File: src/common/rv_pkg.sv
`default_nettype none

package rv_pkg;

    localparam int xlen = 32;

    localparam logic [6:0] op_r      = 7'b0110011;
    localparam logic [6:0] op_load   = 7'b0000011;
    localparam logic [6:0] op_imm    = 7'b0010011;
    localparam logic [6:0] op_store  = 7'b0100011;
    localparam logic [6:0] op_branch = 7'b1100011;
    localparam logic [6:0] op_jal    = 7'b1101111;
    localparam logic [6:0] op_jalr   = 7'b1100111;
    localparam logic [6:0] op_lui    = 7'b0110111;
    localparam logic [6:0] op_auipc  = 7'b0010111;

    typedef enum logic [1:0] {
        aluop_add         = 2'b00,
        aluop_sub_compare = 2'b01,
        aluop_funct       = 2'b10
    } alu_op_e;

    typedef enum logic [3:0] {
        alu_add, alu_sub, alu_sll, alu_slt, alu_sltu,
        alu_xor, alu_srl, alu_sra, alu_or, alu_and
    } alu_ctl_e;

    typedef enum logic [2:0] {
        imm_i = 3'b000,
        imm_s = 3'b001,
        imm_b = 3'b010,
        imm_u = 3'b011,
        imm_j = 3'b100
    } imm_src_e;

    typedef enum logic [2:0] {
        br_eq     = 3'b000,
        br_ne     = 3'b001,
        br_never  = 3'b010,
        br_always = 3'b011,
        br_lt     = 3'b100,
        br_ge     = 3'b101,
        br_geu    = 3'b110,
        br_ltu    = 3'b111
    } br_ctl_e;

    typedef enum logic [1:0] {
        wb_pc_plus4 = 2'b00,
        wb_alu      = 2'b01,
        wb_imm      = 2'b10,
        wb_mem      = 2'b11
    } wb_src_e;

    typedef struct packed {
        alu_op_e  alu_op;
        imm_src_e imm_src;
        br_ctl_e  br_ctl;
        logic     mem_write;
        logic     mem_read;
        logic     op1_pc;      // Operand a from pc, not rs1
        logic     op2_imm;     // Operand b from immediate, not rs2
        wb_src_e  wb_src;
        logic     reg_write;
    } ctrl_t;

    typedef struct packed {
        logic            cyc;
        logic            stb;
        logic            we;
        logic [xlen-1:0] adr;
        logic [xlen-1:0] dat;
        logic [3:0]      sel;
    } wb_req_t;

    typedef struct packed {
        logic [xlen-1:0] dat;
        logic            ack;
    } wb_rsp_t;

endpackage

`default_nettype wire
File: src/hdl/rv_core.sv
`timescale 1ns/1ps
`default_nettype none

module rv_core (
    input  logic                    clk,
    input  logic                    arst_n,
    output logic [rv_pkg::xlen-1:0] instr_addr,
    input  logic [rv_pkg::xlen-1:0] instr_data,
    output rv_pkg::wb_req_t         wb_req,
    input  rv_pkg::wb_rsp_t         wb_rsp
);

    logic [rv_pkg::xlen-1:0] pc;
    logic [rv_pkg::xlen-1:0] pc_plus4;
    logic [rv_pkg::xlen-1:0] pc_target;
    logic [rv_pkg::xlen-1:0] next_pc;
    logic [rv_pkg::xlen-1:0] imm;
    logic [rv_pkg::xlen-1:0] rs1_val;
    logic [rv_pkg::xlen-1:0] rs2_val;
    logic [rv_pkg::xlen-1:0] op_a;
    logic [rv_pkg::xlen-1:0] op_b;
    logic [rv_pkg::xlen-1:0] alu_y;
    logic [rv_pkg::xlen-1:0] wdata;
    rv_pkg::ctrl_t           ctrl;
    rv_pkg::alu_ctl_e        alu_ctl;
    logic                    taken;
    logic                    is_jalr;
    logic                    mem_op;
    logic                    access;
    logic                    access_done;
    logic                    advance;
    logic                    done;

    main_decoder main_decoder_i (
        .opcode (instr_data[6:0]),
        .funct3 (instr_data[14:12]),
        .ctrl   (ctrl)
    );

    alu_decoder alu_decoder_i (
        .alu_op   (ctrl.alu_op),
        .funct3   (instr_data[14:12]),
        .funct7_5 (instr_data[30]),
        .is_rtype (instr_data[6:0] == rv_pkg::op_r),
        .alu_ctl  (alu_ctl)
    );

    imm_gen imm_gen_i (
        .instr   (instr_data),
        .imm_src (ctrl.imm_src),
        .imm     (imm)
    );

    reg_file reg_file_i (
        .clk    (clk),
        .arst_n (arst_n),
        .rs1    (instr_data[19:15]),
        .rs2    (instr_data[24:20]),
        .rd     (instr_data[11:7]),
        .wdata  (wdata),
        .we     (ctrl.reg_write && advance),
        .rdata1 (rs1_val),
        .rdata2 (rs2_val)
    );

    assign op_a = ctrl.op1_pc  ? pc  : rs1_val;
    assign op_b = ctrl.op2_imm ? imm : rs2_val;

    alu alu_i (
        .a       (op_a),
        .b       (op_b),
        .alu_ctl (alu_ctl),
        .y       (alu_y)
    );

    branch_unit branch_unit_i (
        .br_ctl  (ctrl.br_ctl),
        .rs1_val (rs1_val),
        .rs2_val (rs2_val),
        .taken   (taken)
    );

    assign pc_plus4  = pc + 32'd4;
    assign pc_target = pc + imm;
    assign is_jalr   = (ctrl.br_ctl == rv_pkg::br_always) && !ctrl.op1_pc;

    always_comb begin
        if (is_jalr)
            next_pc = {alu_y[31:1], 1'b0};
        else if (taken)
            next_pc = pc_target;
        else
            next_pc = pc_plus4;
    end

    // Issue once, then a one-cycle gap after ack
    assign mem_op      = ctrl.mem_write || ctrl.mem_read;
    assign access      = mem_op && !done;
    assign access_done = access && wb_rsp.ack;
    assign advance     = !mem_op || access_done;

    always_comb begin
        wb_req.cyc = access;
        wb_req.stb = access;
        wb_req.we  = ctrl.mem_write;
        wb_req.adr = alu_y;
        wb_req.dat = rs2_val;
        wb_req.sel = 4'hf;      // Word accesses only
    end

    always_comb begin
        case (ctrl.wb_src)
            rv_pkg::wb_pc_plus4: wdata = pc_plus4;
            rv_pkg::wb_alu:      wdata = alu_y;
            rv_pkg::wb_imm:      wdata = imm;
            default:             wdata = wb_rsp.dat;
        endcase
    end

    always_ff @(posedge clk or negedge arst_n) begin
        if (!arst_n) begin
            pc   <= '0;
            done <= 1'b1;       // Holds the bus idle until reset ends
        end else begin
            done <= access_done;
            if (advance) begin
                pc <= next_pc;
            end
        end
    end

    assign instr_addr = pc;

endmodule

`default_nettype wire

File: src/hdl/branch_unit.sv
`timescale 1ns/1ps
`default_nettype none

module branch_unit (
    input  rv_pkg::br_ctl_e         br_ctl,
    input  logic [rv_pkg::xlen-1:0] rs1_val,
    input  logic [rv_pkg::xlen-1:0] rs2_val,
    output logic                    taken
);

    logic eq;
    logic lt_s;
    logic lt_u;

    assign eq   = (rs1_val == rs2_val);
    assign lt_s = ($signed(rs1_val) < $signed(rs2_val));
    assign lt_u = (rs1_val < rs2_val);

    always_comb begin
        case (br_ctl)
            rv_pkg::br_eq:     taken = eq;
            rv_pkg::br_ne:     taken = !eq;
            rv_pkg::br_always: taken = 1'b1;
            rv_pkg::br_lt:     taken = lt_s;
            rv_pkg::br_ge:     taken = !lt_s;
            rv_pkg::br_geu:    taken = !lt_u;
            rv_pkg::br_ltu:    taken = lt_u;
            default:           taken = 1'b0;   // never
        endcase
    end

endmodule

`default_nettype wire

File: src/hdl/reg_file.sv
`timescale 1ns/1ps
`default_nettype none

module reg_file (
    input  logic                    clk,
    input  logic                    arst_n,
    input  logic [4:0]              rs1,
    input  logic [4:0]              rs2,
    input  logic [4:0]              rd,
    input  logic [rv_pkg::xlen-1:0] wdata,
    input  logic                    we,
    output logic [rv_pkg::xlen-1:0] rdata1,
    output logic [rv_pkg::xlen-1:0] rdata2
);

    logic [rv_pkg::xlen-1:0] regs [1:31];   // No storage for x0

    always_ff @(posedge clk or negedge arst_n) begin
        if (!arst_n) begin
            for (int i = 1; i < 32; i++) begin
                regs[i] <= '0;
            end
        end else if (we && rd != 5'd0) begin
            regs[rd] <= wdata;
        end
    end

    assign rdata1 = (rs1 == 5'd0) ? '0 : regs[rs1];
    assign rdata2 = (rs2 == 5'd0) ? '0 : regs[rs2];

endmodule

`default_nettype wire

File: src/hdl/alu.sv
`timescale 1ns/1ps
`default_nettype none

module alu (
    input  logic [rv_pkg::xlen-1:0] a,
    input  logic [rv_pkg::xlen-1:0] b,
    input  rv_pkg::alu_ctl_e        alu_ctl,
    output logic [rv_pkg::xlen-1:0] y
);

    logic [4:0] shamt;

    assign shamt = b[4:0];

    always_comb begin
        case (alu_ctl)
            rv_pkg::alu_add:  y = a + b;
            rv_pkg::alu_sub:  y = a - b;
            rv_pkg::alu_sll:  y = a << shamt;
            rv_pkg::alu_slt:  y = {31'b0, $signed(a) < $signed(b)};
            rv_pkg::alu_sltu: y = {31'b0, a < b};
            rv_pkg::alu_xor:  y = a ^ b;
            rv_pkg::alu_srl:  y = a >> shamt;
            rv_pkg::alu_sra:  y = $unsigned($signed(a) >>> shamt);
            rv_pkg::alu_or:   y = a | b;
            rv_pkg::alu_and:  y = a & b;
            default:          y = '0;
        endcase
    end

endmodule

`default_nettype wire

File: src/hdl/imm_gen.sv
`timescale 1ns/1ps
`default_nettype none

module imm_gen (
    input  logic [rv_pkg::xlen-1:0] instr,
    input  rv_pkg::imm_src_e        imm_src,
    output logic [rv_pkg::xlen-1:0] imm
);

    always_comb begin
        case (imm_src)
            rv_pkg::imm_i:
                imm = {{20{instr[31]}}, instr[31:20]};
            rv_pkg::imm_s:
                imm = {{20{instr[31]}}, instr[31:25], instr[11:7]};
            rv_pkg::imm_b:
                imm = {{19{instr[31]}}, instr[31], instr[7], instr[30:25],
                       instr[11:8], 1'b0};
            rv_pkg::imm_u:
                imm = {instr[31:12], 12'b0};
            rv_pkg::imm_j:
                imm = {{11{instr[31]}}, instr[31], instr[19:12], instr[20],
                       instr[30:21], 1'b0};
            default:
                imm = '0;
        endcase
    end

endmodule

`default_nettype wire

File: src/decode/alu_decoder.sv
`timescale 1ns/1ps
`default_nettype none

module alu_decoder (
    input  rv_pkg::alu_op_e  alu_op,
    input  logic [2:0]       funct3,
    input  logic             funct7_5,
    input  logic             is_rtype,
    output rv_pkg::alu_ctl_e alu_ctl
);

    always_comb begin
        case (alu_op)
            rv_pkg::aluop_add:         alu_ctl = rv_pkg::alu_add;
            rv_pkg::aluop_sub_compare: alu_ctl = rv_pkg::alu_sub;
            default: begin
                case (funct3)
                    3'h0: alu_ctl = (is_rtype && funct7_5) ? rv_pkg::alu_sub : rv_pkg::alu_add;
                    3'h1: alu_ctl = rv_pkg::alu_sll;
                    3'h2: alu_ctl = rv_pkg::alu_slt;
                    3'h3: alu_ctl = rv_pkg::alu_sltu;
                    3'h4: alu_ctl = rv_pkg::alu_xor;
                    3'h5: alu_ctl = funct7_5 ? rv_pkg::alu_sra : rv_pkg::alu_srl;
                    3'h6: alu_ctl = rv_pkg::alu_or;
                    default: alu_ctl = rv_pkg::alu_and;
                endcase
            end
        endcase
    end

endmodule

`default_nettype wire

File: src/decode/main_decoder.sv
`timescale 1ns/1ps
`default_nettype none

module main_decoder (
    input  logic [6:0]     opcode,
    input  logic [2:0]     funct3,
    output rv_pkg::ctrl_t  ctrl
);

    always_comb begin
        ctrl.alu_op    = rv_pkg::aluop_add;
        ctrl.imm_src   = rv_pkg::imm_i;
        ctrl.br_ctl    = rv_pkg::br_never;
        ctrl.mem_write = 1'b0;
        ctrl.mem_read  = 1'b0;
        ctrl.op1_pc    = 1'b0;
        ctrl.op2_imm   = 1'b0;
        ctrl.wb_src    = rv_pkg::wb_alu;
        ctrl.reg_write = 1'b0;

        case (opcode)
            rv_pkg::op_r: begin
                ctrl.alu_op    = rv_pkg::aluop_funct;
                ctrl.reg_write = 1'b1;
            end
            rv_pkg::op_load: begin
                ctrl.op2_imm   = 1'b1;    // Address is rs1 + imm
                ctrl.mem_read  = 1'b1;
                ctrl.wb_src    = rv_pkg::wb_mem;
                ctrl.reg_write = 1'b1;
            end
            rv_pkg::op_imm: begin
                ctrl.alu_op    = rv_pkg::aluop_funct;
                ctrl.op2_imm   = 1'b1;
                ctrl.reg_write = 1'b1;
            end
            rv_pkg::op_store: begin
                ctrl.imm_src   = rv_pkg::imm_s;
                ctrl.op2_imm   = 1'b1;
                ctrl.mem_write = 1'b1;
            end
            rv_pkg::op_branch: begin
                ctrl.alu_op  = rv_pkg::aluop_sub_compare;
                ctrl.imm_src = rv_pkg::imm_b;
                ctrl.op1_pc  = 1'b1;
                ctrl.op2_imm = 1'b1;
                case (funct3)
                    3'h0:    ctrl.br_ctl = rv_pkg::br_eq;
                    3'h1:    ctrl.br_ctl = rv_pkg::br_ne;
                    3'h4:    ctrl.br_ctl = rv_pkg::br_lt;
                    3'h5:    ctrl.br_ctl = rv_pkg::br_ge;
                    3'h6:    ctrl.br_ctl = rv_pkg::br_ltu;
                    3'h7:    ctrl.br_ctl = rv_pkg::br_geu;
                    default: ctrl.br_ctl = rv_pkg::br_never;
                endcase
            end
            rv_pkg::op_jal: begin
                ctrl.imm_src   = rv_pkg::imm_j;
                ctrl.br_ctl    = rv_pkg::br_always;
                ctrl.op1_pc    = 1'b1;
                ctrl.op2_imm   = 1'b1;
                ctrl.wb_src    = rv_pkg::wb_pc_plus4;
                ctrl.reg_write = 1'b1;
            end
            rv_pkg::op_jalr: begin
                ctrl.br_ctl    = rv_pkg::br_always;  // Target comes from the ALU
                ctrl.op2_imm   = 1'b1;
                ctrl.wb_src    = rv_pkg::wb_pc_plus4;
                ctrl.reg_write = 1'b1;
            end
            rv_pkg::op_lui: begin
                ctrl.imm_src   = rv_pkg::imm_u;
                ctrl.wb_src    = rv_pkg::wb_imm;
                ctrl.reg_write = 1'b1;
            end
            rv_pkg::op_auipc: begin
                ctrl.imm_src   = rv_pkg::imm_u;
                ctrl.op1_pc    = 1'b1;
                ctrl.op2_imm   = 1'b1;
                ctrl.reg_write = 1'b1;
            end
            default: ctrl.reg_write = 1'b0;  // Illegal opcode, no-op
        endcase
    end

endmodule

`default_nettype wire

File: config.mk
export PLATFORM = sky130hd
export DESIGN_NAME = rv_core
export DESIGN_NICKNAME = d
export VERILOG_FILES = /design/src/common/rv_pkg.sv /design/src/hdl/rv_core.sv /design/src/hdl/branch_unit.sv /design/src/hdl/reg_file.sv /design/src/hdl/alu.sv /design/src/hdl/imm_gen.sv /design/src/decode/alu_decoder.sv /design/src/decode/main_decoder.sv
export SDC_FILE = /design/constraint.sdc
export NUM_CORES = 2
export LEC_CHECK = 0
export BUFFER_PORTS_ARGS = -buffer_cell sky130_fd_sc_hd__buf_2
export CAP_MARGIN = 20
export CORE_UTILIZATION = 56
export CTS_BUF_LIST = sky130_fd_sc_hd__clkbuf_16
export DETAILED_ROUTE_END_ITERATION = 10
export PLACE_DENSITY = 0.75
export RECOVER_POWER = 50
export SLEW_MARGIN = 15
export SYNTH_ARGS = -nofsm -noshare
export SYNTH_HDL_FRONTEND = slang
export SYNTH_SLANG_ARGS = --single-unit
File: constraint.sdc
create_clock -name clk -period 8.3 [get_ports clk]
set_input_delay 1.245 -clock clk [delete_from_list [all_inputs] [get_ports clk]]
set_output_delay 1.245 -clock clk [all_outputs]
set_load 0.02 [all_outputs]
==> metrics.md <==
| Metric | Value |
|---|---|
| Top-area cell type share of the netlist area | 0.370 |
| Setup-failing EPs final | 2 |
| Async SR Flop Fraction | 1.00 |
| Synth Area in Adders | 0.0303 |
| Hold Crit Depth | 2 |
| Reg2Reg Depth | 25 |
| Failing checks | capacitance limit, slew limit, setup timing |
| Library cells used by synthesis | 122 |
| Slew headroom | -3.11 |
| Top Family by Delay on Critical Path | compound AO/OA/AOI/OAI gates |
| HPWL after DPL | 226 mm |
| Critical path's slowest cell | a2bb2oi_1 |
| Grt ovf | 0 |
| FF+latch count, synth | 1025 |
| Post-synthesis cell count | 7150 |
| Seq/Total Area, Yosys | 0.370 |
| Post-synth EDFFs | 0 |
| CTS tree | yes |
| Antenna violations before repair | 24 |
| Final Skew | 0.0938 ns |
| Die Wd | 354 um |
| Levels on crit path | 24 |
| Overall Global Routing Usage | 0.492 |
| Layout cell share with drive strength beyond 1 | 0.237 |
| Reg-to-Reg Start | reg_file_i.regs[609] |
| Worst vdd ir | 223 uV |
| Status | finished with violations |
| CP dominant cell by count | buf_4 |
| PwrDens | 197 nW/um^2 |
| Area grow syn2layout | 13.8% |
| Syn Area/Cell | 9.68 um^2 |
| Core ar. | 122000 um^2 |
| Clock Path Buffers | 3 |
| Top_reg_cell synth | dfrtp_1 |
| Nets@finish | 7641 |
| Compound-Gate Fraction of Synth Area | 0.182 |
| WS Path Type | primary input to output pin |
| F_max | 0.120 GHz |
| Period utilisation layout | 1.01 |
| Detailed Route Iter0 Violations | 10500 |
| Num Clock Sinks | 1025 |
| Global-route wire length before repair | 447 mm |
| Synth Area in Simple Gates | 0.128 |
| Crit path buffers/inverters | 8 |
| WL per Instance | 34.2 um |
| Largest net degree at the start of global routing | 171 |
| Crit path cell chain | buf_8 > nand2b_1 > o22ai_1 > a2bb2oi_1 > a41o_4 > nand2_8 > inv_4 > ha_1 > buf_4 > inv_1 > fa_1 > a21o_1 > a221o_1 > a21bo_2 > a2111oi_1 > buf_4 > a21oi_1 > a221oi_2 > a21oi_1 > a221o_1 > a211oi_2 > buf_4 > inv_1 > buf_2 |
| Crit start category | primary input |
| XOR/XNOR Fraction of Synth Area | 0.00936 |
| Total power draw | 15.5 mW |
| Drt total wl | 313 mm |
| DRC viols | 0 |
| Fillcell total | 9731 |
| Synth Cell Area | 69200 um^2 |
| Tmin final | 8.34 ns |
| Required @ worst endpoint | 7.05 ns |
| Most frequent cells in the layout | dfrtp_1 (1024), nand2_1 (890), o21ai_0 (576), buf_4 (537), nor2_1 (488) |
| Hold Crit Class | flop to flop |
| Maximum net fanout on the critical path | 29 |
| Synthesis warning total | 0 |
| CP peak stage delay | 0.58 ns |
| Max-Cap Viols | 6 |
| Place WS | -0.189 ns |
| CTS H-tree lvls | 3 |
| Hold wc startpoint | reg_file_i.regs[813] |
| Rows | 128 |
| Die outline height | 354 um |
| Final WS setup | -0.0437 ns |
| Largest family of logic cells by synthesized area | multiplexers |
| DR vias | 66100 |
| Antenna-violating nets left | 0 |
| DIE AREA | 125000 um^2 |
| Initial Utilization | 0.567 |
| Max-slew violations | 423 |
| Clk_lat worst skew | 0.78 ns |
| Post-synth top area cell | dfrtp_1 |
| IO Port Bufs | 165 |
| Largest cells by area after synthesis | dfrtp_1 (37%), mux4_2 (11%), mux2i_1 (5.9%) |
| Number of global-route vias before repair | 62700 |
| TritonCTS buffer count | 107 |
| Worst Setup End Kind | output pin |
| P_leak | 35.4 nW |
| Post-synthesis mux area share | 0.227 |
| 1st-pass router iterations | 8 |
| Clock transition at path regs | 0.06 ns |
| Commonest non-fill, non-tap cell in the layout | dfrtp_1 |
| Critical Path Start | instr_data[21] |
| Vias/cell | 7.24 |
| Worst-Margin Slew | 6.16 ns |
| CTS root buffer | clkbuf_16 |
| Hold violation total from the final report | 0 |
| Gpl congestion | 1.13 |
| # IOs | 170 |
| WP data arrival | 7.10 ns |
-- area by class of cell --
type                            instances  area [um^2]  area share
Multi-Input combinational cell       5327        40600       0.515
Sequential cell                      1025        25700       0.326
Timing Repair Buffer                  797         6500      0.0825
Clock buffer                          107         2680      0.0340
Tap cell                             1625         2030      0.0258
Clock inverter                         87          718     0.00912
Inverter                              150          566     0.00718
Antenna cell                           12         30.0    0.000381
-- state kept, by name, indices dropped and copies added, names as in the netlist --
signal / count
reg_file_i.regs: 992
instr_addr: 32
done: 1
-- final timing paths --
path,slack (ns),to
max,-0.04,wb_req[56]
min,0.50,reg_file_i.regs[813]
max reg2reg,1.55,reg_file_i.regs[159]
min reg2reg,0.50,reg_file_i.regs[813]
max in group asynchronous,1.06,reg_file_i.regs[234]
min in group asynchronous,2.74,instr_addr[24]
-- power by group --
group / internal, mW / switching (mW)
combinational: 1.75 / 3.18
clock: 2.60 / 2.17
sequential: 5.31 / 0.472
-- layer usage --
layer | GRT usage | share of wire | vias to the layer above
li1 | - | - | 27000
met1 | 0.611 | 0.35 | 32400
met2 | 0.711 | 0.42 | 5366
met3 | 0.159 | 0.13 | 1355
met4 | 0.378 | 0.094 | 20
met5 | 0.00491 | 0.00062 | -
-- cell families (layout without fill, tap and decap cells) --
family | count (synthesis) | after routing
flops | 1025 | 1025
simple gates | 1987 | 1987
compound gates | 2014 | 2014
buf+inv | 801 | 1141
mux | 1082 | 1082
xor+xnor | 74 | 74
fa+ha+maj | 166 | 166
other cells | 1 | 16
-- cell usage after synthesis (101+ instances only) --
master,number
a22oi_1,101
o21ai_1,160
clkbuf_1,389
inv_1,141
mux2i_1,407
mux2_2,286
nand3_1,119
nor2_1,519
dfrtp_1,1024
o22ai_1,106
a21oi_1,416
buf_2,132
nand2_1,894
mux4_2,347
o21ai_0,578
ha_1,163
-- worst register-to-register path, cell delays in order (launching register included) --
cell	delay, ns
dfrtp_1	0.40
mux2i_1	0.45
nor2_1	0.16
nor4_2	0.41
nand4_1	0.20
buf_4	0.20
mux2i_4	0.31
inv_1	0.19
buf_4	0.18
ha_1	0.31
buf_4	0.15
nor2b_1	0.12
o21a_1	0.19
o211ai_1	0.28
nand3_1	0.28
a211oi_2	0.31
buf_4	0.20
nor4_2	0.08
o21ba_2	0.21
o21ai_0	0.24
o211ai_1	0.14
or4b_4	0.57
buf_4	0.19
a221o_1	0.38
buf_12	0.19
mux2_4	0.32
-- stage by stage --
step	util	area, um^2	hold slack, ns	setup TNS, ns	std cells
after global routing	0.644	78800	0.521	-0.269	9121
after global placement	0.613	74900	0.473	-0.531	8905
after detailed placement	0.613	74900	0.485	-0.561	8907
final	0.645	78800	0.498	-0.0552	9130
after CTS	0.641	78400	0.500	0	9103
after floorplan	-	69300	0.460	0	7153
-- timing repair --
item,CTS,global route
resized for setup,8,53
cloned,0,2
pin swaps,1,7
setup endpoints to repair,8,17
hold buffers,0,0
setup buffers,2,4
Power figures use the tool's default switching activity.
